==> src/source/node_pkg.sv <==
// Memory node map assumes a 1 KB window at NODE_BASE, word addressed, 32-bit words only
package node_pkg;

   //##################################################
   // Memory map
   //##################################################
   localparam logic [31:0] NODE_BASE = 32'h8000_0000;
   localparam int MEM_DEPTH = 256;
   localparam int MEM_AW    = 8;
   // Word index sits above the byte offset
   localparam int IDX_LSB   = 2;
   localparam int TAG_LSB   = MEM_AW + IDX_LSB;

   // Read data for addresses outside the node
   localparam logic [31:0] BAD_DATA = 32'hDEAD_BEEF;

   // Request classes
   typedef enum logic [2:0] {
      OP_WRITE,
      OP_WRITE_ACK,
      OP_READ,
      OP_WRITE_MISS,
      OP_READ_MISS
   } node_op_t;

   // Controller states
   typedef enum logic [1:0] {
      ST_IDLE,
      ST_ACCESS,
      ST_RESP
   } node_state_t;

endpackage

==> src/source/emesh_pkg.sv <==
// Packet layout for the 104-bit e-mesh format only; multicast and non-word modes are not described
package emesh_pkg;

   // Widths
   localparam int AW = 32;
   localparam int DW = 32;
   localparam int PW = 2*AW+40;

   //##################################################
   // Packet field positions
   //##################################################
   localparam int P_WRITE        = 0;
   localparam int P_DATAMODE_LSB = 1;
   localparam int P_DATAMODE_MSB = 3;
   // Ctrlmode bit 0 requests a write acknowledge
   localparam int P_CTRLMODE_LSB = 4;
   localparam int P_CTRLMODE_MSB = 7;
   localparam int P_DSTADDR_LSB  = 8;
   localparam int P_DSTADDR_MSB  = 39;
   localparam int P_DATA_LSB     = 40;
   localparam int P_DATA_MSB     = 71;
   localparam int P_SRCADDR_LSB  = 72;
   localparam int P_SRCADDR_MSB  = 103;

   // Word access
   localparam logic [2:0] DM_WORD = 3'd2;

   // Channel a request came in on
   typedef enum logic {
      CH_CMESH,
      CH_RMESH
   } mesh_channel_t;

endpackage
==> src/source/node_req_if.sv <==
// Carries one decoded request; valid is combinational and holds as long as the host holds access
`timescale 1ns/10ps

interface node_req_if;
   import emesh_pkg::*;
   import node_pkg::*;

   logic valid;
   mesh_channel_t channel;
   node_op_t op;
   logic [MEM_AW-1:0] index;
   logic [DW-1:0] data;
   logic [AW-1:0] dstaddr;
   logic [AW-1:0] srcaddr;

   // Decoder side
   modport decode (
      output valid, channel, op, index, data, dstaddr, srcaddr
   );

   // Controller side
   modport ctrl (
      input valid, channel, op, index, data, dstaddr, srcaddr
   );

endinterface

==> src/source/packet_decode.sv <==
// Datamode is ignored and every access is a word; a hit is decided on dstaddr bits 31..10 only
`timescale 1ns/10ps

module packet_decode (
   input  logic                     cmesh_access,
   input  logic                     rmesh_access,
   input  logic [emesh_pkg::PW-1:0] packet,
   node_req_if.decode               req
);
   import emesh_pkg::*;
   import node_pkg::*;

   logic [AW-1:0] dstaddr;
   logic is_write;
   logic want_ack;
   logic hit;

   //##################################################
   // Field extraction
   //##################################################
   assign dstaddr  = packet[P_DSTADDR_MSB:P_DSTADDR_LSB];
   assign is_write = packet[P_WRITE];
   assign want_ack = packet[P_CTRLMODE_LSB];

   assign req.dstaddr = dstaddr;
   assign req.srcaddr = packet[P_SRCADDR_MSB:P_SRCADDR_LSB];
   assign req.data    = packet[P_DATA_MSB:P_DATA_LSB];
   assign req.index   = dstaddr[TAG_LSB-1:IDX_LSB];

   // Upper address bits select this node
   assign hit = (dstaddr[AW-1:TAG_LSB] == NODE_BASE[AW-1:TAG_LSB]);

   // Only one of the two can be high, since emesh_if splits on the write bit
   assign req.valid   = cmesh_access | rmesh_access;
   assign req.channel = cmesh_access ? CH_CMESH : CH_RMESH;

   //##################################################
   // Classification
   //##################################################
   always_comb begin
      if (is_write) begin
         if (!hit) begin
            req.op = OP_WRITE_MISS;
         end else if (want_ack) begin
            req.op = OP_WRITE_ACK;
         end else begin
            req.op = OP_WRITE;
         end
      end else begin
         req.op = hit ? OP_READ : OP_READ_MISS;
      end
   end

endmodule

==> src/flat_wrapper.sv <==
// flat-port wrapper written by rule: the top's interface ports become plain ports
module packet_decode_flat import emesh_pkg::*; import node_pkg::*;
  (cmesh_access, rmesh_access, packet, req_valid, req_channel, req_op, req_index, req_data, req_dstaddr, req_srcaddr);
  node_req_if req_i ();
  input  logic cmesh_access;
  input  logic rmesh_access;
  input  logic [emesh_pkg::PW-1:0] packet;
  output wire logic [$bits(req_i.valid)-1:0] req_valid;
  output wire logic [$bits(req_i.channel)-1:0] req_channel;
  output wire logic [$bits(req_i.op)-1:0] req_op;
  output wire logic [$bits(req_i.index)-1:0] req_index;
  output wire logic [$bits(req_i.data)-1:0] req_data;
  output wire logic [$bits(req_i.dstaddr)-1:0] req_dstaddr;
  output wire logic [$bits(req_i.srcaddr)-1:0] req_srcaddr;
  assign req_valid = req_i.valid;
  assign req_channel = req_i.channel;
  assign req_op = req_i.op;
  assign req_index = req_i.index;
  assign req_data = req_i.data;
  assign req_dstaddr = req_i.dstaddr;
  assign req_srcaddr = req_i.srcaddr;
  packet_decode u_core (.cmesh_access(cmesh_access), .rmesh_access(rmesh_access), .packet(packet), .req(req_i));
endmodule
==> config.mk <==
export PLATFORM = sky130hd
export DESIGN_NAME = packet_decode_flat
export DESIGN_NICKNAME = d
export VERILOG_FILES = /design/src/source/node_pkg.sv /design/src/source/emesh_pkg.sv /design/src/source/node_req_if.sv /design/src/source/packet_decode.sv /design/src/flat_wrapper.sv
export SDC_FILE = /design/constraint.sdc
export NUM_CORES = 1
export LEC_CHECK = 0
export ABC_CLOCK_PERIOD_IN_PS = 1140
export BUFFER_PORTS_ARGS = -buffer_cell sky130_fd_sc_hd__buf_2
export CAP_MARGIN = 20
export CORE_AREA = 2 2 83 85
export DETAILED_ROUTE_END_ITERATION = 6
export DIE_AREA = 0 0 85 87
export MAX_ROUTING_LAYER = met4
export PLACE_DENSITY_LB_ADDON = 0.25
export SETUP_SLACK_MARGIN = 0.3
export SLEW_MARGIN = 20
export SYNTH_ARGS = -nofsm -noshare
export SYNTH_HDL_FRONTEND = slang
export SYNTH_SLANG_ARGS = --single-unit
==> constraint.sdc <==
create_clock -name vclk -period 1.14
set_input_delay 0 -clock vclk [all_inputs]
set_output_delay 0 -clock vclk [all_outputs]
set_load 0.02 [all_outputs]
## Word level (Yosys, flattened, before mapping)

Cells that the tools add are included.

| word-level totals | value |
|---|---|
| output and inout port bits | 109 |
| input port bits | 106 |
| register bits | 0 |
| logic and storage cells | 7 |

| cells by class | value |
|---|---|
| muxes and demuxes | 5 |
| eq/ne operators | 1 |
| bitwise gates (word level) | 1 |

Operator list:

| operator | count |
|---|---|
| $eq 22x22->1 const B | 1 |
| $mux 3 | 3 |
| $mux 1 | 2 |
| $or 1x1->1 | 1 |

## Longest topological paths before layout

| depth | value |
|---|---|
| depth in word-level cells | 3 |
| gate-level depth with buffers | 4 |

## Worst setup path after synthesis

Ideal clock, no wire load.

| path | value |
|---|---|
| path type | input-to-output |
| start | input port packet[26] in the netlist's numbering |
| end | output port req_op[1] |
| path slack | -60 ps |
| cell stages on the path | 3 |
| data required time | 1,140 ps |
| arrival | 1,200 ps |
| path through | or4_4 -> or3_1 -> ha_1 |

| on the way | value |
|---|---|
| word-level cells in the longest chain between the ends | 3 |
| elaborated cells on any way between the ends | 4 |
| those cells by class | eq/ne (1); mux (3) |

RTL lines:

| item | line | RTL |
|---|---|---|
| start, declared | flat_wrapper.sv:7 | `input logic [emesh_pkg::PW-1:0] packet;` |
| $eq 22x22->1 (*) | packet_decode.sv:31 | `assign hit = (dstaddr[AW-1:TAG_LSB] == NODE_BASE[AW-1:TAG_LSB]);` |
| $mux 3 (on tied branches) | packet_decode.sv:50, packet_decode.sv:42 |  |
| $mux 3 (*) | packet_decode.sv:41 | `if (is_write) begin` |
| end, declared | flat_wrapper.sv:10 | `output wire logic [$bits(req_i.op)-1:0] req_op;` |

Mark *: on every way between the ends. The rest lies on a longest branch, timed or not.

## Final worst setup path

| path | value |
|---|---|
| start | input port packet[28] in the netlist's numbering |
| end | output port req_op[1] |

The elaborated chain is that of the path after synthesis.

==> results.yml <==
routing:
  wl_microns: 1690
  drtPass1Iterations: 4
  drt_iter0_drc: 3
  drc: 0
  ant_nets: 0
  via_count: 476
  wire_per_inst_microns: 11.1
  avgViaCountPerCell: 3.11
global_route:
  antenna_found_initial: 0
  grt_use_total: 0.0386
  top_usage_layer: "met4"
  grt.overflow.total: 0
  grt_pass1_vias: 463
  grt_max_degree: 3
  grt_util_met2: 0.0625
  grtUsageMet3: 0.0171
  grt_use_met1: 0.0226
  grt_pass1_wl_microns: 2170
run_status:
  violations: "negative setup slack"
  status: "finished, violations left"
job:
  cap_viol_max_count: 0
clocking:
  hold_buffers: 0
synthesis:
  yosysSeqAreaShare: 0
  synth_cell_type_count: 10
  yosys.area.top_type_share: 0.891
  yosysTopAreaCell: "buf_4"
  syn_area_per_cell_sq_um: 7.49
  syn_nets: 224
  synthTopCellsByArea: "buf_4 (89%), nor4_1 (2.1%), ha_1 (1.4%), or2_2 (1.4%), o41a_1 (1.3%)"
  ys_warn_count: 0
  synthesis.area_sq_um: 876
  synth_cells: 117
die:
  fp.dieArea_sq_um: 7400
  die_w_microns: 85
  rows: 30
  fp.dieH_microns: 87
  core_sq_um: 6570
  floorplan.initialDensity: 0.133
  ios: 215
critical_path:
  crit_chain: "buf_6 -> or4_4 -> or3_4 -> ha_4 -> buf_6"
  slowest_delay_ns: 0.53
  slowest_stage: "or4_4"
  cp-end-kind: "primary output"
  cp.buffers_inverters: 2
  worst_path_most_repeated_cell: "buf_6"
  required_ns: 1.14
  arrival_ns: 1.39
  critPathKind: "in2out"
  critPathLaunchType: "input pin"
  cp_max_fo: 2
  cp_top_family: "simple AND/OR/NAND/NOR gates"
power_and_ir_drop:
  switching_share: 0.539
  power_density_nw_per_um2: 372
  p_sw_mw: 0.122
  p_int_mw: 0.105
  p_comb_frac: 1.000
  pwr-share-seq: 0
  pwr-share-clk: 0
  irDropWorstVdd_mv: 0.0770
  p_leak_nw: 0.294
placed_design:
  place_congestion: 0.583
  io_buffers: 53
  place_area_sq_um: 523
cells_and_area:
  seqCellArea_sq_um: 0
  clkbuf_count: 0
  seq_cell_count: 0
  diodes: 0
  synthToLayoutAreaGrowth_pct: -30.3
  layout-drive-gt1-share: 0.945
  stdcell_area_sq_um: 611
  nNetsFinal: 182
timing:
  finalHoldViolCount: 0
  setup_viol: 3
  worst_slew_pin_slew_ns: 0.205
  hold_ws_ns: 0.00000518
  rsz0062_at_grt: "true"
  setup_ws_ns: -0.248
  final-max-slew-violation-count: 0
  clock.fmax_mhz: 720
  max-slew-margin-rel: 0.862
  layout_min_cycle_time_ns: 1.39
  fin_crit_sh: 1.22
min_path:
  hp-class: "in2out"
==> placed cells by master, fill, tap and decap left out <==
cell type,count
buf_4,7
ha_4,1
buf_2,47
or2_2,2
nor4_4,1
inv_1,2
nand4_1,1
or3_4,1
o41a_1,1
nor4_2,2
or4_4,1
nor4b_4,1
buf_6,6
==> timing repair <==
| action | in CTS | in global routing |
|---|---|---|
| endpoints found under the setup margin | 3 | 3 |
| endpoints found under the hold margin | 0 | 0 |
| pin swaps | 6 | 4 |
| resized for setup | 11 | 5 |
| buffers inserted | 1 | 0 |
==> power by group through the flow <==
stage	clock network, mW	registers [mW]	logic (mW)
2_1_floorplan	0	0	0.565
3_3_place_gp	0	0	0.203
3_5_place_dp	0	0	0.201
4_1_cts	0	0	0.222
5_1_grt	0	0	0.242
6_report	0	0	0.227
==> cell type report <==
cell class	instances	area, sq um
multi-input combinational	11	148
inverter	2	7.51
tap	80	100
fill	757	5960
timing repair buffer	60	355
==> Yosys cell counts, drive strengths merged <==
| master | instances |
|---|---|
| buf | 104 |
| ha | 1 |
| inv | 2 |
| nand4 | 1 |
| nor4 | 3 |
| nor4b | 1 |
| o41a | 1 |
| or2 | 2 |
| or3 | 1 |
| or4 | 1 |
==> path summary, 6_finish.rpt <==
kind                   start        endpoint  slack [ns]  cells past startpoint
setup / recovery  packet[28]       req_op[1]       -0.25                      5
hold / removal    packet[17]  req_dstaddr[9]    0.000005                      0
==> through the flow <==
stage | cells | worst slack (ns) | power, mW | utilization | setup TNS, ns
2_1_floorplan | 117 | -0.0189 | 0.565 | - | -0.0189
3_3_place_gp | 152 | -0.495 | 0.203 | 0.0796 | -1.14
3_5_place_dp | 152 | -0.503 | 0.201 | 0.0796 | -1.16
4_1_cts | 153 | -0.282 | 0.222 | 0.0888 | -0.611
5_1_grt | 153 | -0.298 | 0.242 | 0.0930 | -0.685
6_report | 153 | -0.248 | 0.227 | 0.0930 | -0.490
==> routing by layer <==
layer,routed length (microns),up-vias
met5,0,-
met4,267,0
met3,341,45
met2,714,61
met1,369,192
li1,-,178
==> cell families (layout without fill, tap and decap cells) <==
family,after synthesis,after routing,synth area share
AO/OA/AOI/OAI,1,1,0.0129
buffers and inverters,106,62,0.900
AND/OR/NAND/NOR,9,9,0.0729
adder cells (fa/ha/maj),1,1,0.0143
(Power assumes the default switching activity.)
