### config.mk
export PLATFORM = sky130hd
export DESIGN_NAME = emesh_if
export DESIGN_NICKNAME = d
export VERILOG_FILES = /design/src/source/emesh_pkg.sv /design/src/source/emesh_if.sv
export SDC_FILE = /design/constraint.sdc
export NUM_CORES = 1
export LEC_CHECK = 0
export ABC_AREA = 1
export ABC_CLOCK_PERIOD_IN_PS = 1600
export BUFFER_PORTS_ARGS = -buffer_cell sky130_fd_sc_hd__clkbuf_2
export CAP_MARGIN = 20
export CORE_AREA = 4 4 331 333
export DETAILED_ROUTE_END_ITERATION = 8
export DIE_AREA = 0 0 335 337
export GPL_ROUTABILITY_DRIVEN = 0
export PLACE_DENSITY = 0.34
export RECOVER_POWER = 50
export SYNTH_ARGS = -nofsm -noshare
export SYNTH_HDL_FRONTEND = slang
export SYNTH_SLANG_ARGS = --single-unit
export TNS_END_PERCENT = 30
### constraint.sdc
create_clock -name vclk -period 1.6
set_clock_uncertainty 0.1 [all_clocks]
set_input_delay 0.4 -clock vclk [all_inputs]
set_output_delay 0.4 -clock vclk [all_outputs]
set_load 0.005 [all_outputs]
### src/source/emesh_pkg.sv
// Packet layout for the 104-bit e-mesh format only; multicast and non-word modes are not described
package emesh_pkg;

   // Widths
   localparam int AW = 32;
   localparam int DW = 32;
   localparam int PW = 2*AW+40;

   //##################################################
   // Packet field positions
   //##################################################
   localparam int P_WRITE        = 0;
   localparam int P_DATAMODE_LSB = 1;
   localparam int P_DATAMODE_MSB = 3;
   // Ctrlmode bit 0 requests a write acknowledge
   localparam int P_CTRLMODE_LSB = 4;
   localparam int P_CTRLMODE_MSB = 7;
   localparam int P_DSTADDR_LSB  = 8;
   localparam int P_DSTADDR_MSB  = 39;
   localparam int P_DATA_LSB     = 40;
   localparam int P_DATA_MSB     = 71;
   localparam int P_SRCADDR_LSB  = 72;
   localparam int P_SRCADDR_MSB  = 103;

   // Word access
   localparam logic [2:0] DM_WORD = 3'd2;

   // Channel a request came in on
   typedef enum logic {
      CH_CMESH,
      CH_RMESH
   } mesh_channel_t;

endpackage
### src/source/emesh_if.sv
// Combinational only; xmesh gets no requests, and return merge is fixed priority cmesh, rmesh, xmesh
`timescale 1ns/10ps

module emesh_if (
   // cmesh
   input  logic                     cmesh_access_in,
   input  logic [emesh_pkg::PW-1:0] cmesh_packet_in,
   output logic                     cmesh_wait_out,
   output logic                     cmesh_access_out,
   output logic [emesh_pkg::PW-1:0] cmesh_packet_out,
   input  logic                     cmesh_wait_in,
   // rmesh
   input  logic                     rmesh_access_in,
   input  logic [emesh_pkg::PW-1:0] rmesh_packet_in,
   output logic                     rmesh_wait_out,
   output logic                     rmesh_access_out,
   output logic [emesh_pkg::PW-1:0] rmesh_packet_out,
   input  logic                     rmesh_wait_in,
   // xmesh
   input  logic                     xmesh_access_in,
   input  logic [emesh_pkg::PW-1:0] xmesh_packet_in,
   output logic                     xmesh_wait_out,
   output logic                     xmesh_access_out,
   output logic [emesh_pkg::PW-1:0] xmesh_packet_out,
   input  logic                     xmesh_wait_in,
   // emesh
   input  logic                     emesh_access_in,
   input  logic [emesh_pkg::PW-1:0] emesh_packet_in,
   output logic                     emesh_wait_out,
   output logic                     emesh_access_out,
   output logic [emesh_pkg::PW-1:0] emesh_packet_out,
   input  logic                     emesh_wait_in
);
   import emesh_pkg::*;

   //##################################################
   // Requests from emesh to cmesh and rmesh
   //##################################################

   // Writes go to cmesh, reads to rmesh
   assign cmesh_access_out = emesh_access_in & emesh_packet_in[P_WRITE];
   assign rmesh_access_out = emesh_access_in & ~emesh_packet_in[P_WRITE];
   assign xmesh_access_out = 1'b0;

   // Same packet on every channel
   assign cmesh_packet_out = emesh_packet_in;
   assign rmesh_packet_out = emesh_packet_in;
   assign xmesh_packet_out = emesh_packet_in;

   // Any stalled channel holds the host
   assign emesh_wait_out = cmesh_wait_in | rmesh_wait_in | xmesh_wait_in;

   //##################################################
   // Responses from the channels back to emesh
   //##################################################

   assign emesh_access_out = cmesh_access_in | rmesh_access_in | xmesh_access_in;

   assign emesh_packet_out = cmesh_access_in ? cmesh_packet_in :
                             rmesh_access_in ? rmesh_packet_in :
                                               xmesh_packet_in;

   // Losers wait as well as anyone blocked by the host
   assign cmesh_wait_out = cmesh_access_in & emesh_wait_in;
   assign rmesh_wait_out = rmesh_access_in & (emesh_wait_in | cmesh_access_in);
   assign xmesh_wait_out = xmesh_access_in &
                           (emesh_wait_in | cmesh_access_in | rmesh_access_in);

endmodule

# [Yosys cells after proc, flatten, opt, wreduce, memory -nomap -nowiden]
# Cells that the tools add are included.
[word_totals] register_bits=0 word_cells=14 in_bits=424 out_inout_bits=424
[classes] bitwise=12 mux=2
[op_table] op="104-bit two-way mux" count=2
[op_table] op="1-bit OR" count=6
[op_table] op="1-bit AND" count=5
[op_table] op="1-bit inverter" count=1

# [Logic depth before layout (Yosys ltp)]
# Gate-level depths: netlist of run 1.
[depth] word_depth=3 mapped_depth=7 depth_no_buf=4

# [Worst setup path before layout of run 1]
# OpenSTA, ideal clock, no wires.
[synth_timing] path_type="in2out" start="input port cmesh_access_in" end="output port emesh_packet_out[43] in the netlist's numbering" stages=6 t_arrival_ns=1.016 t_required_ns=1.100 path_buffers=3 slack_ns=0.084 path_cell_list="buf_4 > inv_2 > buf_6 > buf_4 > nand3_1 > nand2_1"
[synth_between] elab_chain_len=1
[synth_rtl] item="start, declared" line="emesh_if.sv:6" text="input logic cmesh_access_in,"
[synth_rtl] item="104-bit two-way mux" line="emesh_if.sv:59" text="assign emesh_packet_out = cmesh_access_in ? cmesh_packet_in :"
[synth_rtl] item="end, declared" line="emesh_if.sv:31" text="output logic [emesh_pkg::PW-1:0] emesh_packet_out,"
# Every way passes these cells.

# [Final worst setup path of run 1]
[layout_timing] start="input port rmesh_access_in" end="output port emesh_packet_out[71] in the netlist's numbering"
[layout_between] elab_chain_len=2
[layout_rtl] item="start, declared" line="emesh_if.sv:13" text="input logic rmesh_access_in,"
[layout_rtl] item="104-bit two-way mux" line="emesh_if.sv:60" text="rmesh_access_in ? rmesh_packet_in :"
[layout_rtl] item="104-bit two-way mux" line="emesh_if.sv:59"
# Every way passes these cells.

==> results.md, run 1 <==
* Most used cell, CP: buf_16
* # rows at 120
* IO Count at 848
* Fmax achieved at 0.548 GHz
* Hold-fix buffers, CTS at 0
* Internal power at slightly above 1 mW
* Clock buffer count at 0
* DIE AREA at approximately 110000 sq um
* Logic pwr share at between 90% and 100%
* Sequential area share after synthesis at 0%
* Final Non-Filler Cells at 2660
* Worst setup EP type: output port
* Max stage delay cell, worst path: buf_16
* Commonest non-fill, non-tap cell in the layout: clkbuf_2
* P_leak at ~5.2 nW
* Unrepaired setup endpoints after global routing: yes
* Largest net degree at the start of global routing at 35
* Yosys cell types at 12
* Worst setup path class: in -> out
* HP Class: in -> out
* Outcome: finished, violations left
* Final setup viols at 107
* Clock power share at 0%
* Total net switching power at between 1 and 1.5 mW
* Most frequent cells in the layout: clkbuf_2 (419), nand2_1 (368), inv_1 (212), nand3_2 (54), nand3_1 (46)
* Cells after DPL at between 2000 and 3000
* DRC at 0
* Crit start category: input pin
* Syn Area/Cell at 5.04 sq um
* GRT Overall Usage at roughly 7.8%
* Avg Vias per Cell at between 2 and 2.5
* Port Buffers at about 440
* Critical path arrival at about 1300 ps
* Via count at 6550
* TNS Setup at -15780 ps
* Grt total ovfl at 0
* Hold Fails Final Rpt at 0
* 1st-iter DRT viols at roughly 150
* Cell Pwr Density at roughly 240 nW/um^2
* Mapped cell area at 5570 sq um
* Die Wd at around 340 um
* Pre-Repair DR Iteration Count at 4
* Core area at around 110000 sq um
* Final Max Tran Viols at 0
* Final Critical Period at 1820 ps
* Worst EP required at between 1000 and 1500 ps
* Crit-path cells: buf_12, inv_16, buf_16, buf_8, buf_16, nand2_2, nand3_2, nand2_1, clkbuf_2
* Number of antenna violations at the first check in global routing at 16
* Area grow syn2layout at 57.7%
* Hold_ws at between 700 and 800 ps
* Switching Fraction at 50.1%
* Share of cells above drive strength 1 at between 40% and 50%
* Routed WL per cell at roughly 18 um
* Final WL at 49000 um
* Max-cap viol count at 0
* Max incr delay on CP at 140 ps
* First-pass GRT wire length at approximately 59000 um
* Setup WS post-layout at -224 ps
* Die height at 337 um
* Routed Antenna Nets at 0
* Largest vdd supply drop at 0.0796 mV
* Cells after Synth at roughly 1100
* Starting density of the core at about 5.2%
* Failing checks: setup timing
* YS warnings at 0
* CP max FO at 7
* Dpl ws at -425 ps
* Final Cycle Share at 114%
* Final nets at about 1700
* Fillers at between 10000 and 15000
* Reg power frac at 0%
* Dpl hpwl at 41500 um
* FFs & Latches at 0
* Number of global-route vias before repair at about 6500
* Mapped Nets at about 1500
* Register area at 0 sq um
synthesized netlist by cell type:
cell / number / area share (%)
inv_4: 1 / 0.11
nor2_1: 4 / 0.27
a21oi_1: 1 / 0.090
nand2_1: 419 / 28
clkbuf_1: 6 / 0.40
buf_2: 24 / 2.2
inv_1: 213 / 14
buf_6: 6 / 1.2
nand3_1: 105 / 9.4
conb_1: 1 / 0.067
inv_2: 1 / 0.067
buf_4: 323 / 44
critical path, delay by kind of cell:
family	cells	cell delay, ps
buffers and inverters	6	740
and+or+nand+nor	3	150
power groups by stage:
stage / registers, mW / clock network, mW / logic, mW
after floorplan: 0 / 0 / 1.29
after global placement: 0 / 0 / 1.67
after detailed placement: 0 / 0 / 1.66
after CTS: 0 / 0 / 2.02
after global routing: 0 / 0.000000251 / 2.30
final: 0 / 0.000000469 / 2.08
per-stage QoR:
step | utilization (%) | total power [mW] | cell area, sq um
floorplan | - | 1.29 | 5570
global placement | 6.89 | 1.67 | 7350
detailed placement | 6.89 | 1.66 | 7350
CTS | 7.82 | 2.02 | 8340
global route | 8.23 | 2.30 | 8770
finish | 8.24 | 2.08 | 8780
worst paths after layout:
check / from / end / slack, ps / cells past startpoint
worst max-delay path: rmesh_access_in / emesh_packet_out[71] / -220 / 9
worst min-delay path: emesh_packet_in[42] / xmesh_packet_out[42] / 700 / 0
cell families (layout without fill, tap and decap cells):
family	Yosys count	after routing	synth area share, %
buffers and inverters	574	720	61.9
AO/OA/AOI/OAI	1	1	0.0898
other	1	8	0.0674
AND/OR/NAND/NOR	528	528	38.0
per-layer routing:
metal | GRT usage, % | part of all wire [%]
met4 | 1.02 | 1.7
met1 | 8.48 | 37
met2 | 12.8 | 45
met5 | 0.681 | 0.26
met3 | 5.42 | 16
final cells by class:
cell class         instances  area (sq um)  share of cell area [%]
inverters                215           836                    9.52
well taps               1403          1760                    20.0
repair buffers           505          3520                    40.1
multi-input cells        530          2650                    30.2
diodes                     7          17.5                   0.199
repair_timing:
item,4_1_cts,5_1_grt
resized for setup,125,87
setup buffers,14,1
cloned,11,5
pin swaps,5,19
endpoints found under the setup margin,108,108
(Power assumes the default switching activity.)
==> inputs of run 2 (changes only) <==
--- a/config.mk
+++ b/config.mk
@@ -5,16 +5,16 @@
 export SDC_FILE = /design/constraint.sdc
 export NUM_CORES = 1
 export LEC_CHECK = 0
-export ABC_AREA = 1
 export ABC_CLOCK_PERIOD_IN_PS = 1600
 export BUFFER_PORTS_ARGS = -buffer_cell sky130_fd_sc_hd__clkbuf_2
 export CAP_MARGIN = 20
-export CORE_AREA = 4 4 331 333
+export CORE_AREA = 4 4 326 328
 export DETAILED_ROUTE_END_ITERATION = 8
-export DIE_AREA = 0 0 335 337
+export DIE_AREA = 0 0 330 332
 export GPL_ROUTABILITY_DRIVEN = 0
-export PLACE_DENSITY = 0.34
+export PLACE_DENSITY = 0.33
 export RECOVER_POWER = 50
+export SETUP_SLACK_MARGIN = 0.05
 export SYNTH_ARGS = -nofsm -noshare
 export SYNTH_HDL_FRONTEND = slang
 export SYNTH_SLANG_ARGS = --single-unit
==> results.md, run 2 <==
* Register area at 0 sq um
* Worst EP required at approximately 1100 ps
* P_leak at between 3 and 4 nW
* Die Wd at 330 um
* Share of the synthesized area in the top cell type at 51.0%
* Routed WL per cell at roughly 23 um
* Fmax achieved at approximately 0.54 GHz
* Final WL at a little over 50000 um
* Sequential area share after synthesis at 0%
* Die height at between 300 and 400 um
* HP Start: emesh_packet_in[64]
* CP max FO at 8
* Dpl hpwl at roughly 46000 um
* Area grow syn2layout at 50.0%
* Avg Vias per Cell at between 2 and 2.5
* Max stage delay cell, worst path: mux2i_1
* Ranking of synthesized cells by area: buf_4 (51%), mux2i_1 (23%), nand2_1 (8.5%)
* IO Count at approximately 850
* Met3 usage at roughly 6.3%
* Worst setup EP type: output port
* Hold Fails Final Rpt at 0
* Most used cell, CP: buf_12
* HP Class: in -> out
* Final Critical Period at approximately 1900 ps
* Clock buffer count at 0
* Worst Hold Endpoint: cmesh_packet_out[64]
* M2 GR Usage at a little over an eighth
* DRC at 0
* Pre-Repair DR Iteration Count at 4
* Largest net degree at the start of global routing at 38
* # rows at around 120
* Via count at 4873
* Worst setup path class: in -> out
* Final Max Tran Viols at 0
* Commonest non-fill, non-tap cell in the layout: clkbuf_2
* Setup WS post-layout at -260 ps
* Grt met1 use at around a tenth
* 1st-iter DRT viols at 89
* Failing checks: setup timing
* Final Non-Filler Cells at between 2000 and 2500
* YS warnings at 0
* Overall Power at 1.63 mW
* Grt total ovfl at 0
* Final setup viols at 108
* Synth area leader: buf_4
* Mapped cell area at around 4600 sq um
* Commonest cells post-synth: buf_4 (313), mux2i_1 (104), nand2_1 (104), o21ai_0 (76), o21ai_1 (28)
* Syn Area/Cell at between 6 and 7 sq um
* Final nets at approximately 1200
* Final Cycle Share at 116%
* Largest vdd supply drop at between 0.1 and 0.15 mV
* Cell Pwr Density at ~240 nW/um^2
* Hold-fix buffers, CTS at 0
* Port Buffers at 435
* Starting density of the core at under 10%
* Buf/Inv on CP at 5
* First-pass GRT wire length at a little under 60000 um
* Share of cells above drive strength 1 at between 60% and 70%
* GRT Overall Usage at under 10%
* Most frequent cells in the layout: clkbuf_2 (421), nand2_1 (103), mux2i_1 (89), o21ai_1 (67), buf_4 (35)
* Crit-path cells: buf_16, buf_12, buf_12, mux2i_1, o21ai_1, buf_4, clkbuf_2
* Yosys cell types at 16
* Unrepaired setup endpoints after global routing: yes
* Core area at slightly above 100000 sq um
* Number of antenna violations at the first check in global routing at 34
* Crit start category: input pin
* Critical path arrival at roughly 1400 ps
* Most frequent cell after synthesis: buf_4
* Outcome: finished, violations left
* Crit path max-delay family: buffers and inverters
* Hold path depth at 0
* Grt peak-use layer: met2
* Routed Antenna Nets at 0
* Max-cap viol count at 0
* FFs & Latches at 0
* Max incr delay on CP at ~190 ps
* Number of global-route vias before repair at about 4800
* Cells after DPL at between 2000 and 2500
* Mapped Nets at roughly 1100
* Cells after Synth at between 600 and 700
* DIE AREA at 110000 sq um
==> run 2: area by class of cell <==
class                      instances  area, sq um
fill                           12300        96300
multi-input combinational        320         2130
timing repair buffer             492         3040
tap                             1380         1730
antenna                            3         7.51
==> run 2: what timing repair did <==
item                       CTS  global route
setup endpoints to repair  108           108
buffers inserted             5             5
pin swaps                    4             6
gates cloned                 5             2
gates resized for setup     93            27
==> run 2: worst max-delay path by stage <==
stage,start,endpoint,slack [ps],depth (start not counted)
after floorplan,rmesh_access_in,emesh_packet_out[74],50,5
after global routing,rmesh_access_in,emesh_packet_out[22],-330,7
after detailed placement,rmesh_access_in,emesh_packet_out[3],-530,5
after CTS,rmesh_access_in,emesh_packet_out[22],-300,7
after global placement,rmesh_access_in,emesh_packet_out[3],-550,5
final,rmesh_access_in,emesh_packet_out[22],-260,7
==> run 2: power by group <==
part | internal, mW | switching [mW]
sequential | 0 | 0
combinational | 0.879 | 0.748
clock | 0.000000260 | 0
total | 0.879 | 0.748
==> run 2: logic make-up (layout without fill, tap and decap cells) <==
group,Yosys count,in the layout,share of synthesized area [%]
simple gates,109,109,9.16
mux,104,104,22.6
buf+inv,348,492,56.5
other cells,1,4,0.0814
compound gates,106,106,11.7
==> run 2: stage by stage <==
step,cell area [sq um],hold WS [ps],worst slack (ps),setup TNS [ps],util (%)
5_1_grt,6900,700,-328,-22870,6.69
3_5_place_dp,6380,700,-535,-22110,6.19
6_report,6910,700,-260,-16230,6.69
3_3_place_gp,6380,700,-554,-22420,6.19
2_1_floorplan,4610,730,48.7,0,-
4_1_cts,6760,700,-297,-19600,6.55
==> run 2: routing by layer <==
layer | wire length [um] | up-vias
li1 | - | 2173
met1 | 19100 | 1992
met2 | 21500 | 648
met3 | 9320 | 54
met4 | 719 | 6
met5 | 85 | -
==> inputs of run 3 (changes only) <==
--- a/config.mk
+++ b/config.mk
@@ -8,11 +8,11 @@
 export ABC_CLOCK_PERIOD_IN_PS = 1600
 export BUFFER_PORTS_ARGS = -buffer_cell sky130_fd_sc_hd__clkbuf_2
 export CAP_MARGIN = 20
-export CORE_AREA = 4 4 326 328
+export CORE_AREA = 8 8 321 323
 export DETAILED_ROUTE_END_ITERATION = 8
-export DIE_AREA = 0 0 330 332
+export DIE_AREA = 0 0 329 331
 export GPL_ROUTABILITY_DRIVEN = 0
-export PLACE_DENSITY = 0.33
+export PLACE_DENSITY = 0.34
 export RECOVER_POWER = 50
 export SETUP_SLACK_MARGIN = 0.05
 export SYNTH_ARGS = -nofsm -noshare
==> results.md, run 3 (synthesized netlist as in run 2, its figures left out) <==
* Outcome: finished, violations left
* Failing checks: setup timing
* Area of the multi-input gates at 2380 sq um
* Critical path arrival at 1240 ps
* Dpl ws at -614 ps
* Pre-Repair DR Iteration Count at 4
* Largest vdd supply drop at ~0.10 mV
* Commonest non-fill, non-tap cell in the layout: clkbuf_2
* Worst setup EP type: output port
* Max stage delay cell, worst path: o31a_1
* Worst EP required at roughly 1100 ps
* Worst Hold Endpoint: cmesh_packet_out[97]
* Starting density of the core at 4.71%
* Final Max Tran Viols at 0
* FFs & Latches at 0
* Final WL at 55900 um
* Share of cells above drive strength 1 at 71.0%
* Final setup viols at 100
* Hold_ws at roughly 700 ps
* Clock power share at 0%
* Final nets at approximately 1200
* Final Cycle Share at 109%
* Switching Fraction at ~46%
* Most frequent cells in the layout: clkbuf_2 (380), mux2i_1 (87), nand2_1 (77), o21ai_1 (64), buf_2 (44)
* Max-cap viol count at 0
* Via count at 4998
* Die height at ~330 um
* Total net switching power at just over 0.8 mW
* CP max FO at 8
* Reg power frac at 0%
* Clock buffer count at 0
* Hold path depth at 0
* Port Buffers at 435
* Unrepaired setup endpoints after global routing: yes
* Crit-path cells: buf_16, buf_16, buf_8, o31a_1, clkbuf_2
* Setup WS post-layout at -141 ps
* Crit start category: input pin
* GRT Overall Usage at under 10%
* Fillers at between 10000 and 15000
* Routed Antenna Nets at 0
* Most used cell, CP: buf_16
* Logic pwr share at 100.0%
* Routed WL per cell at 26.5 um
* Cells after DPL at approximately 2100
* Area grow syn2layout at 58.3%
* Internal power at ~0.97 mW
* P_leak at 3.43 nW
* Dpl hpwl at 49200 um
* Fmax achieved at between 0.5 and 0.6 GHz
* 1st-iter DRT viols at ~120
* DIE AREA at between 100000 and 150000 sq um
* Grt total ovfl at 0
* Overall Power at 1.80 mW
* Die Wd at approximately 330 um
* Avg Vias per Cell at ~2.4
* HP Class: in -> out
* Core Util, Final at 7.46%
* Final Non-Filler Cells at about 2100
* # rows at about 120
* Register area at 0 sq um
* Final Cell Area at around 7300 sq um
* Max incr delay on CP at between 200 and 250 ps
* IO Count at between 800 and 900
* Core area at 97700 sq um
* Number of global-route vias before repair at 5326
* Cell Pwr Density at 247 nW/um^2
* First-pass GRT wire length at ~65000 um
* Number of antenna violations at the first check in global routing at 42
* Post-DP Area at about 6100 sq um
* Largest net degree at the start of global routing at 29
* Final Critical Period at 1740 ps
* DRC at 0
* TNS Setup at -6590 ps
* HP Start: emesh_packet_in[97]
* Worst setup path class: in -> out
* Hold Fails Final Rpt at 0
[run 3: changes by cell type in the layout (fill, tap and decap cells not counted), sizes merged]
cell,delta
buf,+47
clkbuf,-41
bufbuf,-2
[run 3: worst max-delay path by stage]
stage	end	startpoint	slack, ps
after detailed placement	emesh_packet_out[24]	rmesh_access_in	-610
after CTS	emesh_access_out	cmesh_access_in	-160
final	xmesh_wait_out	cmesh_access_in	-140
after floorplan	emesh_packet_out[74]	rmesh_access_in	50
after global routing	emesh_packet_out[8]	rmesh_access_in	-180
after global placement	emesh_packet_out[24]	rmesh_access_in	-620
[run 3: power by group through the flow]
stage | registers (mW) | logic, mW | clock network, mW
after global placement | 0 | 1.41 | 0
after CTS | 0 | 1.77 | 0
after detailed placement | 0 | 1.41 | 0
after floorplan | 0 | 1.14 | 0
final | 0 | 1.80 | 0.000000177
[run 3: repair_timing]
| action | in CTS | in global routing |
|---|---|---|
| endpoints found under the setup margin | 108 | 108 |
| buffers inserted | 11 | 3 |
| resized for setup | 169 | 123 |
| pin swaps | 11 | 11 |
| cloned | 12 | 4 |
| hold buffers | 0 | 0 |
[run 3: layout make-up]
class              instances  area share [%]
multi-input cells        320            32.6
diodes                     3           0.103
repair buffers           496            45.2
well taps               1287            22.1
[run 3: worst max-delay path, delay by kind of cell]
kind                   cells  cell delay [ps]
buffers and inverters      4              580
AO/OA/AOI/OAI              1              220
[run 3: per-layer routing]
metal | share of wire (%) | track usage (%) | up-vias
met1 | 38 | 10.6 | 2086
met4 | 1.7 | 1.11 | 10
met5 | 0.11 | 0 | -
met2 | 43 | 14.4 | 652
met3 | 18 | 7.15 | 63
li1 | - | - | 2187
