==> src/source/node_pkg.sv <==
// Memory node map assumes a 1 KB window at NODE_BASE, word addressed, 32-bit words only
package node_pkg;

   //##################################################
   // Memory map
   //##################################################
   localparam logic [31:0] NODE_BASE = 32'h8000_0000;
   localparam int MEM_DEPTH = 256;
   localparam int MEM_AW    = 8;
   // Word index sits above the byte offset
   localparam int IDX_LSB   = 2;
   localparam int TAG_LSB   = MEM_AW + IDX_LSB;

   // Read data for addresses outside the node
   localparam logic [31:0] BAD_DATA = 32'hDEAD_BEEF;

   // Request classes
   typedef enum logic [2:0] {
      OP_WRITE,
      OP_WRITE_ACK,
      OP_READ,
      OP_WRITE_MISS,
      OP_READ_MISS
   } node_op_t;

   // Controller states
   typedef enum logic [1:0] {
      ST_IDLE,
      ST_ACCESS,
      ST_RESP
   } node_state_t;

endpackage

==> src/source/emesh_pkg.sv <==
// Packet layout for the 104-bit e-mesh format only; multicast and non-word modes are not described
package emesh_pkg;

   // Widths
   localparam int AW = 32;
   localparam int DW = 32;
   localparam int PW = 2*AW+40;

   //##################################################
   // Packet field positions
   //##################################################
   localparam int P_WRITE        = 0;
   localparam int P_DATAMODE_LSB = 1;
   localparam int P_DATAMODE_MSB = 3;
   // Ctrlmode bit 0 requests a write acknowledge
   localparam int P_CTRLMODE_LSB = 4;
   localparam int P_CTRLMODE_MSB = 7;
   localparam int P_DSTADDR_LSB  = 8;
   localparam int P_DSTADDR_MSB  = 39;
   localparam int P_DATA_LSB     = 40;
   localparam int P_DATA_MSB     = 71;
   localparam int P_SRCADDR_LSB  = 72;
   localparam int P_SRCADDR_MSB  = 103;

   // Word access
   localparam logic [2:0] DM_WORD = 3'd2;

   // Channel a request came in on
   typedef enum logic {
      CH_CMESH,
      CH_RMESH
   } mesh_channel_t;

endpackage
==> src/source/sram_if.sv <==
// Single-port memory port; rdata is valid the cycle after a read enable
`timescale 1ns/10ps

interface sram_if;
   import emesh_pkg::*;
   import node_pkg::*;

   logic en;
   logic we;
   logic [MEM_AW-1:0] addr;
   logic [DW-1:0] wdata;
   logic [DW-1:0] rdata;

   modport ctrl (output en, we, addr, wdata, input rdata);

   modport mem (input en, we, addr, wdata, output rdata);

endinterface

==> src/source/node_req_if.sv <==
// Carries one decoded request; valid is combinational and holds as long as the host holds access
`timescale 1ns/10ps

interface node_req_if;
   import emesh_pkg::*;
   import node_pkg::*;

   logic valid;
   mesh_channel_t channel;
   node_op_t op;
   logic [MEM_AW-1:0] index;
   logic [DW-1:0] data;
   logic [AW-1:0] dstaddr;
   logic [AW-1:0] srcaddr;

   // Decoder side
   modport decode (
      output valid, channel, op, index, data, dstaddr, srcaddr
   );

   // Controller side
   modport ctrl (
      input valid, channel, op, index, data, dstaddr, srcaddr
   );

endinterface

==> src/source/node_ctrl.sv <==
// Serves one request at a time; a response is held on its own channel until that channel's wait drops
`timescale 1ns/10ps

module node_ctrl (
   input  logic                     clk,
   input  logic                     rst,
   node_req_if.ctrl                 req,
   output logic                     busy,
   output logic                     cmesh_resp_access,
   output logic                     rmesh_resp_access,
   output logic [emesh_pkg::PW-1:0] resp_packet,
   input  logic                     cmesh_resp_wait,
   input  logic                     rmesh_resp_wait,
   sram_if.ctrl                     mem
);
   import emesh_pkg::*;
   import node_pkg::*;

   node_state_t state;
   logic resp_access_q;

   // Latched request
   node_op_t op_q;
   mesh_channel_t ch_q;
   logic [MEM_AW-1:0] index_q;
   logic [DW-1:0] data_q;
   logic [AW-1:0] dst_q;
   logic [AW-1:0] src_q;

   logic [DW-1:0] resp_data_q;
   logic [DW-1:0] resp_data_next;
   logic chan_wait;

   //##################################################
   // Request FSM
   //##################################################
   always_ff @(posedge clk) begin
      if (rst) begin
         state         <= ST_IDLE;
         resp_access_q <= 1'b0;
      end else begin
         case (state)
            ST_IDLE: begin
               if (req.valid) begin
                  state <= ST_ACCESS;
               end
            end
            ST_ACCESS: begin
               // No response for plain writes or write misses
               if (op_q == OP_WRITE || op_q == OP_WRITE_MISS) begin
                  state <= ST_IDLE;
               end else begin
                  state <= ST_RESP;
               end
            end
            ST_RESP: begin
               // First cycle loads the response, then hold until taken
               if (!resp_access_q) begin
                  resp_access_q <= 1'b1;
               end else if (!chan_wait) begin
                  resp_access_q <= 1'b0;
                  state         <= ST_IDLE;
               end
            end
            default: begin
               state <= ST_IDLE;
            end
         endcase
      end
   end

   always_ff @(posedge clk) begin
      if (state == ST_IDLE && req.valid) begin
         op_q    <= req.op;
         ch_q    <= req.channel;
         index_q <= req.index;
         data_q  <= req.data;
         dst_q   <= req.dstaddr;
         src_q   <= req.srcaddr;
      end
      if (state == ST_RESP && !resp_access_q) begin
         resp_data_q <= resp_data_next;
      end
   end

   assign busy = (state != ST_IDLE);

   //##################################################
   // Memory access
   //##################################################
   assign mem.en    = (state == ST_ACCESS) && (op_q != OP_WRITE_MISS) &&
                      (op_q != OP_READ_MISS);
   assign mem.we    = (op_q == OP_WRITE) || (op_q == OP_WRITE_ACK);
   assign mem.addr  = index_q;
   assign mem.wdata = data_q;

   //##################################################
   // Response
   //##################################################
   always_comb begin
      case (op_q)
         OP_READ:      resp_data_next = mem.rdata;
         OP_READ_MISS: resp_data_next = BAD_DATA;
         default:      resp_data_next = data_q;
      endcase
   end

   assign chan_wait = (ch_q == CH_CMESH) ? cmesh_resp_wait : rmesh_resp_wait;

   assign cmesh_resp_access = resp_access_q && (ch_q == CH_CMESH);
   assign rmesh_resp_access = resp_access_q && (ch_q == CH_RMESH);

   // Addresses swap so the reply goes back to the requester
   always_comb begin
      resp_packet = '0;
      resp_packet[P_WRITE] = 1'b1;
      resp_packet[P_DATAMODE_MSB:P_DATAMODE_LSB] = DM_WORD;
      resp_packet[P_CTRLMODE_MSB:P_CTRLMODE_LSB] = '0;
      resp_packet[P_DSTADDR_MSB:P_DSTADDR_LSB] = src_q;
      resp_packet[P_DATA_MSB:P_DATA_LSB] = resp_data_q;
      resp_packet[P_SRCADDR_MSB:P_SRCADDR_LSB] = dst_q;
   end

endmodule

==> src/flat_wrapper.sv <==
// flat-port wrapper written by rule: the top's interface ports become plain ports
module node_ctrl_flat import emesh_pkg::*; import node_pkg::*;
  (clk, rst, busy, cmesh_resp_access, rmesh_resp_access, resp_packet, cmesh_resp_wait, rmesh_resp_wait, req_valid, req_channel, req_op, req_index, req_data, req_dstaddr, req_srcaddr, mem_en, mem_we, mem_addr, mem_wdata, mem_rdata);
  node_req_if req_i ();
  sram_if mem_i ();
  input  logic clk;
  input  logic rst;
  output logic busy;
  output logic cmesh_resp_access;
  output logic rmesh_resp_access;
  output logic [emesh_pkg::PW-1:0] resp_packet;
  input  logic cmesh_resp_wait;
  input  logic rmesh_resp_wait;
  input wire logic [$bits(req_i.valid)-1:0] req_valid;
  input wire logic [$bits(req_i.channel)-1:0] req_channel;
  input wire logic [$bits(req_i.op)-1:0] req_op;
  input wire logic [$bits(req_i.index)-1:0] req_index;
  input wire logic [$bits(req_i.data)-1:0] req_data;
  input wire logic [$bits(req_i.dstaddr)-1:0] req_dstaddr;
  input wire logic [$bits(req_i.srcaddr)-1:0] req_srcaddr;
  output wire logic [$bits(mem_i.en)-1:0] mem_en;
  output wire logic [$bits(mem_i.we)-1:0] mem_we;
  output wire logic [$bits(mem_i.addr)-1:0] mem_addr;
  output wire logic [$bits(mem_i.wdata)-1:0] mem_wdata;
  input wire logic [$bits(mem_i.rdata)-1:0] mem_rdata;
  assign req_i.valid = req_valid;
  assign req_i.channel = req_channel;
  assign req_i.op = req_op;
  assign req_i.index = req_index;
  assign req_i.data = req_data;
  assign req_i.dstaddr = req_dstaddr;
  assign req_i.srcaddr = req_srcaddr;
  assign mem_en = mem_i.en;
  assign mem_we = mem_i.we;
  assign mem_addr = mem_i.addr;
  assign mem_wdata = mem_i.wdata;
  assign mem_i.rdata = mem_rdata;
  node_ctrl u_core (.clk(clk), .rst(rst), .req(req_i), .busy(busy), .cmesh_resp_access(cmesh_resp_access), .rmesh_resp_access(rmesh_resp_access), .resp_packet(resp_packet), .cmesh_resp_wait(cmesh_resp_wait), .rmesh_resp_wait(rmesh_resp_wait), .mem(mem_i));
endmodule
==> config.mk <==
export PLATFORM = sky130hd
export DESIGN_NAME = node_ctrl_flat
export DESIGN_NICKNAME = d
export VERILOG_FILES = /design/src/source/node_pkg.sv /design/src/source/emesh_pkg.sv /design/src/source/sram_if.sv /design/src/source/node_req_if.sv /design/src/source/node_ctrl.sv /design/src/flat_wrapper.sv
export SDC_FILE = /design/constraint.sdc
export NUM_CORES = 1
export LEC_CHECK = 0
export BUFFER_PORTS_ARGS = -buffer_cell sky130_fd_sc_hd__buf_2
export CORE_UTILIZATION = 36
export CTS_CLUSTER_DIAMETER = 120
export DETAILED_ROUTE_END_ITERATION = 10
export PLACE_DENSITY = 0.75
export SYNTH_ARGS = -nofsm -noshare
export SYNTH_HDL_FRONTEND = slang
export SYNTH_SLANG_ARGS = --single-unit
==> constraint.sdc <==
create_clock -name clk -period 7.24 [get_ports clk]
set_input_delay 1.086 -clock clk [delete_from_list [all_inputs] [get_ports clk]]
set_output_delay 1.086 -clock clk [all_outputs]
set_load 0.005 [all_outputs]
* Word level (Yosys, flattened, before mapping) *
Index checks and enable logic that the tools add are counted.

storage, ports and cells
  register bits after elaboration = 143
  word-level logic and storage cells = 43
  output and inout bits = 149
  input port bits = 145

cells by class
  bitwise gates (word level) = 1
  reductions and logical operators = 13
  muxes and demuxes = 9
  equality and inequality tests = 11

operators by type and width
  kind                                                                     count
  32-bit case mux with 2 select lines                                      1
  2-bit two-way mux                                                        4
  3-bit by 2-bit equality test with 1-bit output, second input constant    2
  1-bit logical AND                                                        6
  2-bit case mux with 3 select lines                                       1
  2-bit inequality test, second input constant                             2
  3-bit by 1-bit equality test with 1-bit output, second input constant    1
  3-bit equality test, second input constant                               1
  3-bit zero test                                                          1
  1-bit two-way mux                                                        3
  3-bit by 2-bit inequality test with 1-bit output, second input constant  1
  3-bit inequality test, second input constant                             1
  3-bit AND reduction                                                      1
  2-bit by 1-bit equality test with 1-bit output, second input constant    1
  2-bit equality test, second input constant                               1
  2-bit zero test                                                          1
  1-bit logical OR                                                         2
  2-bit by 1-bit inequality test with 1-bit output, second input constant  1
  2-bit nonzero test                                                       1
  1-bit zero test                                                          1
  1-bit NOT                                                                1

* Longest topological paths before layout *
Gate-level depths: netlist (run 1).

  depth after elaboration = 4
  gate-level depth with buffers = 5
  mapped depth without buffers = 3

* Worst setup path before layout (run 1) *
OpenSTA, ideal clock, no wires.

  path type = input-to-reg
  start = input req_valid
  end = register u_core.ch_q (enable)
  setup time = 0.576 ns
  arrival = 5.597 ns
  path buffers = 0
  path slack = 1.067 ns
  stages = 2
  data required time = 6.664 ns
  path through = inv_1 -> nor2_1

on the way
  word-level cells in the longest chain between the ends = 1

RTL lines
  item                  line                source
  from (decl)           flat_wrapper.sv:14  input wire logic [$bits(req_i.valid)-1:0] req_valid;
  1-bit logical AND     node_ctrl.sv:73     if (state == ST_IDLE && req.valid) begin
  to (signal assigned)  node_ctrl.sv:75     ch_q <= req.channel;
  to (decl)             node_ctrl.sv:24     mesh_channel_t ch_q;

Every way passes these cells.
A chain may end at the register's enable or synchronous reset.

* Worst setup path after layout (run 1) *
  start = register u_core.op_q[1]
  end = output mem_en

on the way
  word-level cells in the longest chain between the ends = 3
  elaborated cells between the ends (all ways) = 4
  classes of those cells = eq/ne: 2; reduce/logical: 2

RTL lines
  item                                              line                source
  from (decl)                                       node_ctrl.sv:23     node_op_t op_q;
  from (signal assigned)                            node_ctrl.sv:74     op_q <= req.op;
  3-bit by 2-bit inequality test with 1-bit output  node_ctrl.sv:91     assign mem.en = (state == ST_ACCESS) && (op_q != OP_WRITE_MISS) &&
  1-bit logical AND                                 node_ctrl.sv:91
  1-bit logical AND *                               node_ctrl.sv:91
  to (decl)                                         flat_wrapper.sv:21  output wire logic [$bits(mem_i.en)-1:0] mem_en;

Mark *: on every way between the ends. The rest lies on a longest branch, timed or not.

==> results_dict.tcl, run 1 <==
set metrics [dict create \
    status "finished clean" \
    crit_chain "nand2b_1 > mux2_2 > and3_1 > buf_2" \
    cts-root-buf "clkbuf_16" \
    ys_ff_latch 143 \
    start_util_pct 37.61 \
    peakVddDrop_uv 163.1 \
    drive_gt1_share_pct 61.06 \
    synthFlopType "edfxtp_1" \
    worstSetupPathType "reg -> out" \
    hp-class "reg -> reg" \
    wl_per_cell_um 15.89 \
    rsz0062_at_grt "false" \
    crit_family "flip-flops" \
    maxCapViolations 0 \
    grt_max_degree 59 \
    final-max-slew-violation-count 0 \
    power_mw 2.063 \
    ant_nets 0 \
    holdPathEnd "u_core.state[1]$_SDFFE_PP0P_" \
    dr.pass1.iters 4 \
    gp_congestion 0.7666 \
    synth_top_area_share_pct 87.16 \
    critPathMaxFanout 4 \
    avgSynthCellArea_um2 22.33 \
    cellPowerDensity_mw_per_mm2 292.8 \
    design.core.area_mm2 0.01282 \
    yosysTopAreaCell "edfxtp_1" \
    crit_buf_inv 1 \
    nNetsFinal 661 \
    synth_area_mm2 0.004823 \
    clock_skew_ns 0.007829 \
    grtUsageTotal_pct 16.65 \
    min_from "u_core.state[1]$_SDFFE_PP0P_" \
    grt_pass1_vias 3329 \
    max_freq_mhz 362.1 \
    io_buffers 285 \
    ys_types 27 \
    arrival_ns 1.68 \
    worstPathRequired_ns 6.15 \
    dp_hpwl_um 8387 \
    tns_ns 0 \
    regToRegStartpoint "u_core.state[0]$_SDFFE_PP0P_" \
    yosys_warnings 0 \
    fin_crit_ns 2.762 \
    cts_buffers 17 \
    timing.rr.end "u_core.mem.addr[3]$_DFFE_PP_" \
    area_growth_pct 46.02 \
    drt-total-wl_um 11160 \
    async_flop_share_pct 0 \
    worst_pin_slew_ns 1.106 \
    r2r_cells 4 \
    cts_resized 0 \
    dr_total_vias 3159 \
    min_path_cells 2 \
    die_x_um 117.8 \
    fp.dieArea_mm2 0.01387 \
    antenna_found_initial 2 \
    drc_errors 0 \
    path_clk_slew_ns 0.05 \
    timing.slew.headroom_pct 26.24 \
    synthCells 216 \
    overflow 0 \
    finalCritPeriodShare_pct 38.14 \
    ff2ff_setup_slack_ns 4.85 \
    synth_edf_count 140 \
    io_pins 294 \
    startpoint_type "register" \
    holdBufCountCts 0 \
    h-tree-depth 4 \
    grt_pass1_wl_um 17060 \
    drtIter0Drc 194 \
    cts_tree "built" \
    die_h_um 117.8 \
    crit_slowest_cell "edfxtp_1" \
    end_kind "output port" \
    finalSetupViolCount 0 \
    row_count 41 \
    cts.path.max_buffers 2 \
    clkLatencyLatePin_ns 0.41 \
    slowest_delay_ns 0.46 \
    avgViaCountPerCell 4.500 \
    hold_viol_final 0 \
    synth_seq_area_share_pct 88.40 \
    ys_top_cells_by_area "edfxtp_1 (87%), o22a_1 (4.4%), a22o_1 (1.5%)" \
    cts.sinks 143 \
    post_cts_buffers 0 \
    leakagePower_nw 2.975 \
]
-- cell type report --
cell class	instances	area, µm²
antenna	1	2.502
clock buffer	18	429.2
clock inverter	14	188.9
fill	1066	5782
inverter	2	7.507
multi-input combinational	64	486.7
sequential	143	4264
tap	172	215.2
timing repair buffer	288	1449
-- registers in the layout (all words and copies together) (netlist names), 2 cells and up --
signal              cells
u_core.dst_q           32
u_core.mem.addr         8
u_core.op_q             3
u_core.src_q           32
u_core.state            2
u_core.resp_data_q     32
u_core.mem.wdata       32
-- synthesized netlist by cell type, types with 2 or more instances --
library cell,count
edfxtp_1,140
o22a_1,24
buf_4,9
a22o_1,8
nor2_1,4
dfxtp_1,3
and2_1,2
buf_2,2
buf_6,2
conb_1,2
inv_1,2
nor2b_1,2
nor3_1,2
-- routing by layer --
layer	up-vias	GRT usage (%)	part of all wire (%)
li1	1459	-	-
met1	1475	16.80	35
met2	191	28.16	51
met3	32	7.413	10
met4	2	10.10	3.5
met5	-	0	0.11
-- cell families (layout without fill, tap and decap cells) --
family                    count (synthesis)  in the layout  synth area share, %
buffers and inverters                    15            322                2.231
AOI/OAI and AO/OA                        37             37                6.589
muxes                                     2              2               0.4410
xor gates and xnor gates                  1              1               0.1816
and+or+nand+nor                          16             16                1.998
DFF                                     143            143                88.40
other                                     2              9               0.1557
-- report_power, final --
part	switching [mW]	internal (mW)	leakage, nW
combinational	0.0836	0.0786	1.34
clock	0.322	0.576	0.288
sequential	0.0191	0.983	1.35
-- worst max path at each step --
stage / startpoint / endpoint / slack [ns] / cells past startpoint
floorplan: req_valid / u_core.ch_q$_DFFE_PP_ / 1.07 / 2
global placement: req_valid / u_core.mem.addr[4]$_DFFE_PP_ / 4.31 / 5
detailed placement: req_valid / u_core.mem.addr[5]$_DFFE_PP_ / 4.21 / 5
CTS: u_core.op_q[1]$_DFFE_PP_ / mem_en / 4.45 / 4
global route: u_core.op_q[1]$_DFFE_PP_ / mem_en / 4.41 / 4
finish: u_core.op_q[1]$_DFFE_PP_ / mem_en / 4.48 / 4
-- cell usage in the layout (no fill, tap or decap), drive strengths merged --
cell type  synthesis  routed
clkinv             0       4
nor3               2       2
and2               2       2
mux2               1       1
a21oi              1       1
buf               13     288
o41ai              1       1
nand2b             2       2
clkinvlp           0       4
dfxtp              3       3
edfxtp           140     140
or2                2       2
diode              0       1
o21ai              1       1
inv                2       4
a22o               8       8
nor3b              1       1
nor2b              2       2
and3               1       1
conb               2       8
xor2               1       1
clkbuf             0      18
nor2               4       4
bufinv             0       4
o22a              24      24
a21o               1       1
mux2i              1       1
a211oi             1       1
-- tightest hold or removal path, delay by kind of cell (launching register included) --
family / cells / cell delay [ns]
compound gates: 1 / 0.08
buf+inv: 1 / 0.09
flops: 1 / 0.32
-- per-stage QoR --
stage               utilization [%]  hold WS, ns  setup slack, ns  cells  area, µm²
finish                        54.92       0.5425            4.478    702       7043
detailed placement            50.08       0.5400            4.214    669       6422
global placement              50.08       0.5163            4.308    669       6422
global route                  54.92       0.5776            4.406    702       7043
CTS                           54.90       0.5473            4.451    701       7041
floorplan                         -       0.4846            1.067    222       4846
(Power assumes the default switching activity.)
==> inputs of run 2 (changes only) <==
--- a/config.mk
+++ b/config.mk
@@ -9,7 +9,7 @@
 export CORE_UTILIZATION = 36
 export CTS_CLUSTER_DIAMETER = 120
 export DETAILED_ROUTE_END_ITERATION = 10
-export PLACE_DENSITY = 0.75
+export PLACE_DENSITY = 0.77
 export SYNTH_ARGS = -nofsm -noshare
 export SYNTH_HDL_FRONTEND = slang
 export SYNTH_SLANG_ARGS = --single-unit
==> constraint.sdc (replaced) <==
create_clock -name clk -period 2.25 [get_ports clk]
set_input_delay 0.3375 -clock clk [delete_from_list [all_inputs] [get_ports clk]]
set_output_delay 0.3375 -clock clk [all_outputs]
set_load 0.005 [all_outputs]
==> results_dict.tcl, run 2 (same netlist as run 1, synthesis figures left out) <==
set metrics [dict create \
    critPathMaxFanout 4 \
    fin_crit_ns 2.031 \
    leakagePower_nw 3.017 \
    hp-class "in -> reg" \
    grt_pass1_wl_um 17140 \
    cellPowerDensity_mw_per_mm2 952.6 \
    die_x_um 117.8 \
    io_buffers 285 \
    dr.pass1.iters 4 \
    regToRegStartpoint "u_core.op_q[2]$_DFFE_PP_" \
    h-tree-depth 4 \
    nNetsFinal 662 \
    ant_nets 0 \
    start_util_pct 37.61 \
    rsz0062_at_grt "false" \
    cts.sinks 143 \
    cts-root-buf "clkbuf_16" \
    holdBufCountCts 0 \
    finalSetupViolCount 0 \
    p_int_mw 5.393 \
    clkLatencyLatePin_ns 0.42 \
    status "finished clean" \
    peakVddDrop_uv 662.5 \
    worstPathRequired_ns 1.91 \
    hold_viol_final 0 \
    tns_ns 0 \
    max_freq_mhz 492.5 \
    grt_pass1_vias 3263 \
    dr_total_vias 3143 \
    cts.path.max_buffers 2 \
    drive_gt1_share_pct 61.70 \
    gp_congestion 0.7781 \
    power_mw 6.782 \
    drt-total-wl_um 11310 \
    fp.dieArea_mm2 0.01387 \
    mostFrequentLayoutCell "buf_2" \
    arrival_ns 1.69 \
    final-max-slew-violation-count 0 \
    power_frac_seq_pct 47.6 \
    switching_share_pct 20.48 \
    cts_buffers 17 \
    antenna_cells 0 \
    final_cell_mix "buf_2 (285), edfxtp_1 (140), o22a_1 (24), clkbuf_16 (17)" \
    die_h_um 117.8 \
    overflow 0 \
    clock_skew_ns 0.01002 \
    antenna_found_initial 0 \
    wl_per_cell_um 16.11 \
    grt_max_degree 56 \
    drc_errors 0 \
    finalCritPeriodShare_pct 90.25 \
    worst_pin_slew_ns 0.8501 \
    power_frac_clock_pct 44.4 \
    critPathLaunch "u_core.op_q[1]$_DFFE_PP_" \
    cts_resized 0 \
    dp_hpwl_um 8588 \
    path_clk_slew_ns 0.06 \
    timing.slew.headroom_pct 43.33 \
    maxCapViolations 0 \
    min_from "req_srcaddr[21]" \
    end_kind "output port" \
    startpoint_type "register" \
    grtUsageTotal_pct 16.77 \
    cts_tree "built" \
    comb_power_share_pct 7.9 \
    row_count 41 \
    avgViaCountPerCell 4.477 \
    drtIter0Drc 205 \
    area_growth_pct 47.60 \
    io_pins 294 \
    worstSetupPathType "reg -> out" \
    post_cts_buffers 0 \
    design.core.area_mm2 0.01282 \
    switchingPower_mw 1.389 \
]
run 2: area by class of cell:
cell class	count	area (µm²)
Sequential cell	143	4267
Fill cell	1034	5705
Multi-Input combinational cell	64	495.5
Timing Repair Buffer	289	1494
Clock buffer	17	425.4
Clock inverter	15	215.2
Inverter	2	7.507
Tap cell	172	215.2
run 2: layer usage:
layer	wire length, µm	global-route usage [%]
met3	1160	7.558
met5	0	0
met4	314	9.455
met1	4127	17.89
met2	5707	27.54
run 2: power groups by stage:
stage / clock network (mW) / registers, mW / logic (mW)
2_1_floorplan: 0 / 3.31 / 0.179
6_report: 3.01 / 3.23 / 0.539
3_5_place_dp: 0 / 3.28 / 0.547
5_1_grt: 3.18 / 3.25 / 0.587
4_1_cts: 3.08 / 3.23 / 0.549
3_3_place_gp: 0 / 3.28 / 0.528
run 2: worst paths after layout:
path / to / slack, ns / cells past startpoint
max: mem_en / 0.22 / 4
min reg2reg: u_core.state[1]$_SDFFE_PP0P_ / 0.51 / 1
min: u_core.src_q[21]$_DFFE_PP_ / 0.09 / 1
max reg2reg: u_core.resp_data_q[30]$_DFFE_PP_ / 0.51 / 3
run 2: worst max-delay path, stage by stage, from the launching register on:
cell,delay [ns]
edfxtp_1,0.46
nand2b_1,0.23
mux2_2,0.28
and3_1,0.18
buf_2,0.13
run 2: per-stage QoR:
stage                     utilization (%)  hold WS (ns)  cell area, µm²  setup WS [ns]  cells
after CTS                           55.51       0.07312            7119         0.1951    702
final                               55.51       0.09129            7119         0.2194    702
after global placement              50.52        0.4886            6479         0.5951    670
after detailed placement            50.52        0.5079            6479         0.5303    670
after global routing                55.51       0.07462            7119         0.1555    702
after floorplan                         -        0.4069            4863        -0.3567    222
==> inputs of run 3 (changes only) <==
--- a/config.mk
+++ b/config.mk
@@ -6,10 +6,12 @@
 export NUM_CORES = 1
 export LEC_CHECK = 0
 export BUFFER_PORTS_ARGS = -buffer_cell sky130_fd_sc_hd__buf_2
-export CORE_UTILIZATION = 36
+export CELL_PAD_IN_SITES_DETAIL_PLACEMENT = 0
+export CELL_PAD_IN_SITES_GLOBAL_PLACEMENT = 1
+export CORE_UTILIZATION = 30
 export CTS_CLUSTER_DIAMETER = 120
 export DETAILED_ROUTE_END_ITERATION = 10
-export PLACE_DENSITY = 0.77
+export PLACE_DENSITY = 0.81
 export SYNTH_ARGS = -nofsm -noshare
 export SYNTH_HDL_FRONTEND = slang
 export SYNTH_SLANG_ARGS = --single-unit
==> results_dict.tcl, run 3 (same netlist as run 1, synthesis figures left out) <==
set metrics [dict create \
    top_layer "met5" \
    die_x_um 128.8 \
    postLayoutCellArea_mm2 0.007162 \
    cts_buffers 17 \
    arrival_ns 1.69 \
    dpl.cell_count 709 \
    crit_family "flip-flops" \
    instances_no_fill 742 \
    path_clk_slew_ns 0.06 \
    overflow 0 \
    grt_max_degree 63 \
    cts.path.max_buffers 2 \
    holdBufCountCts 0 \
    nNetsFinal 662 \
    cts_tree "built" \
    io_pins 294 \
    slowest_delay_ns 0.47 \
    die_h_um 128.8 \
    startpoint_type "register" \
    hold_viol_final 0 \
    leakagePower_nw 3.013 \
    fin_crit_ns 2.027 \
    start_util_pct 31.27 \
    cellPowerDensity_mw_per_mm2 946.5 \
    finalCritPeriodShare_pct 90.09 \
    final-max-slew-violation-count 0 \
    cts.sinks 143 \
    end_kind "output port" \
    wl_per_cell_um 15.40 \
    clock_skew_ns 0.005017 \
    row_count 45 \
    m1WireLength_um 4367 \
    peakVddDrop_uv 662.0 \
    max_freq_mhz 493.3 \
    finalSetupViolCount 0 \
    post_cts_buffers 0 \
    grt_pass1_vias 3176 \
    maxCapViolations 0 \
    dr_total_vias 3118 \
    crit_chain "nand2b_1 > mux2_2 > and3_1 > buf_2" \
    crit_buf_inv 1 \
    cts-root-buf "clkbuf_16" \
    io_buffers 285 \
    worstPathRequired_ns 1.91 \
    power_mw 6.779 \
    status "finished clean" \
    critPathMaxFanout 4 \
    wl_met3_um 1231 \
    grtUsageTotal_pct 13.88 \
    rsz0062_at_grt "false" \
    tns_ns 0 \
    cts_resized 0 \
    place_area_mm2 0.006515 \
    timing.slew.headroom_pct 39.60 \
    clkLatencyLatePin_ns 0.41 \
    h-tree-depth 4 \
    avgViaCountPerCell 4.202 \
    crit_slowest_cell "edfxtp_1" \
    drtIter0Drc 110 \
    finalCoreUtilization_pct 46.42 \
    drive_gt1_share_pct 61.51 \
    worstSetupPathType "reg -> out" \
    fp.dieArea_mm2 0.01659 \
    ant_nets 0 \
    worst_pin_slew_ns 0.9060 \
    mostFrequentLayoutCell "buf_2" \
    drc_errors 0 \
    area_growth_pct 48.48 \
    fin_hold_ws_ns 0.09739 \
    hp-class "in -> reg" \
    drt-total-wl_um 11420 \
    met2_length_um 5570 \
    dr.pass1.iters 4 \
    dp_worst_setup_slack_ns 0.4726 \
    dp_hpwl_um 8770 \
    gp_congestion 0.7651 \
    antenna_found_initial 3 \
    grt_pass1_wl_um 16460 \
    final_cell_mix "buf_2 (285), edfxtp_1 (140), o22a_1 (24), clkbuf_16 (17)" \
    timing.final.ws_setup_ns 0.2230 \
    design.core.area_mm2 0.01543 \
]
## run 3: changes by cell type in the layout (fill, tap and decap cells not counted), sizes merged
cell | before | now
clkinvlp | 1 | 0
clkbuf | 17 | 19
inv | 4 | 3
diode | 0 | 1
## run 3: per-layer routing
metal  track usage [%]  vias up
met4             6.367        4
met3             7.235       21
met1             15.06     1444
li1                  -     1462
met5                 0        -
met2             22.54      187
## run 3: power by group
| group | internal, mW | total, mW | switching, mW |
|---|---|---|---|
| Sequential | 3.16 | 3.23 | 0.0643 |
| Combinational | 0.265 | 0.535 | 0.270 |
| Clock | 1.97 | 3.02 | 1.04 |
## run 3: worst paths after layout
kind                                startpoint                               end  slack [ns]  cells after the start
hold reg to reg   u_core.state[0]$_SDFFE_PP0P_      u_core.state[1]$_SDFFE_PP0P_        0.52                      1
setup reg to reg      u_core.op_q[2]$_DFFE_PP_  u_core.resp_data_q[30]$_DFFE_PP_        0.48                      3
hold / removal                 req_srcaddr[21]        u_core.src_q[21]$_DFFE_PP_         0.1                      1
setup / recovery      u_core.op_q[1]$_DFFE_PP_                            mem_en        0.22                      4
## run 3: layout make-up
type,instances,area (µm²)
Antenna cell,1,2.502
Clock buffer,19,432.9
Clock inverter,13,211.5
Fill cell,1376,8265
Inverter,2,7.507
Multi-Input combinational cell,64,495.5
Sequential cell,143,4267
Tap cell,211,264.0
Timing Repair Buffer,289,1481
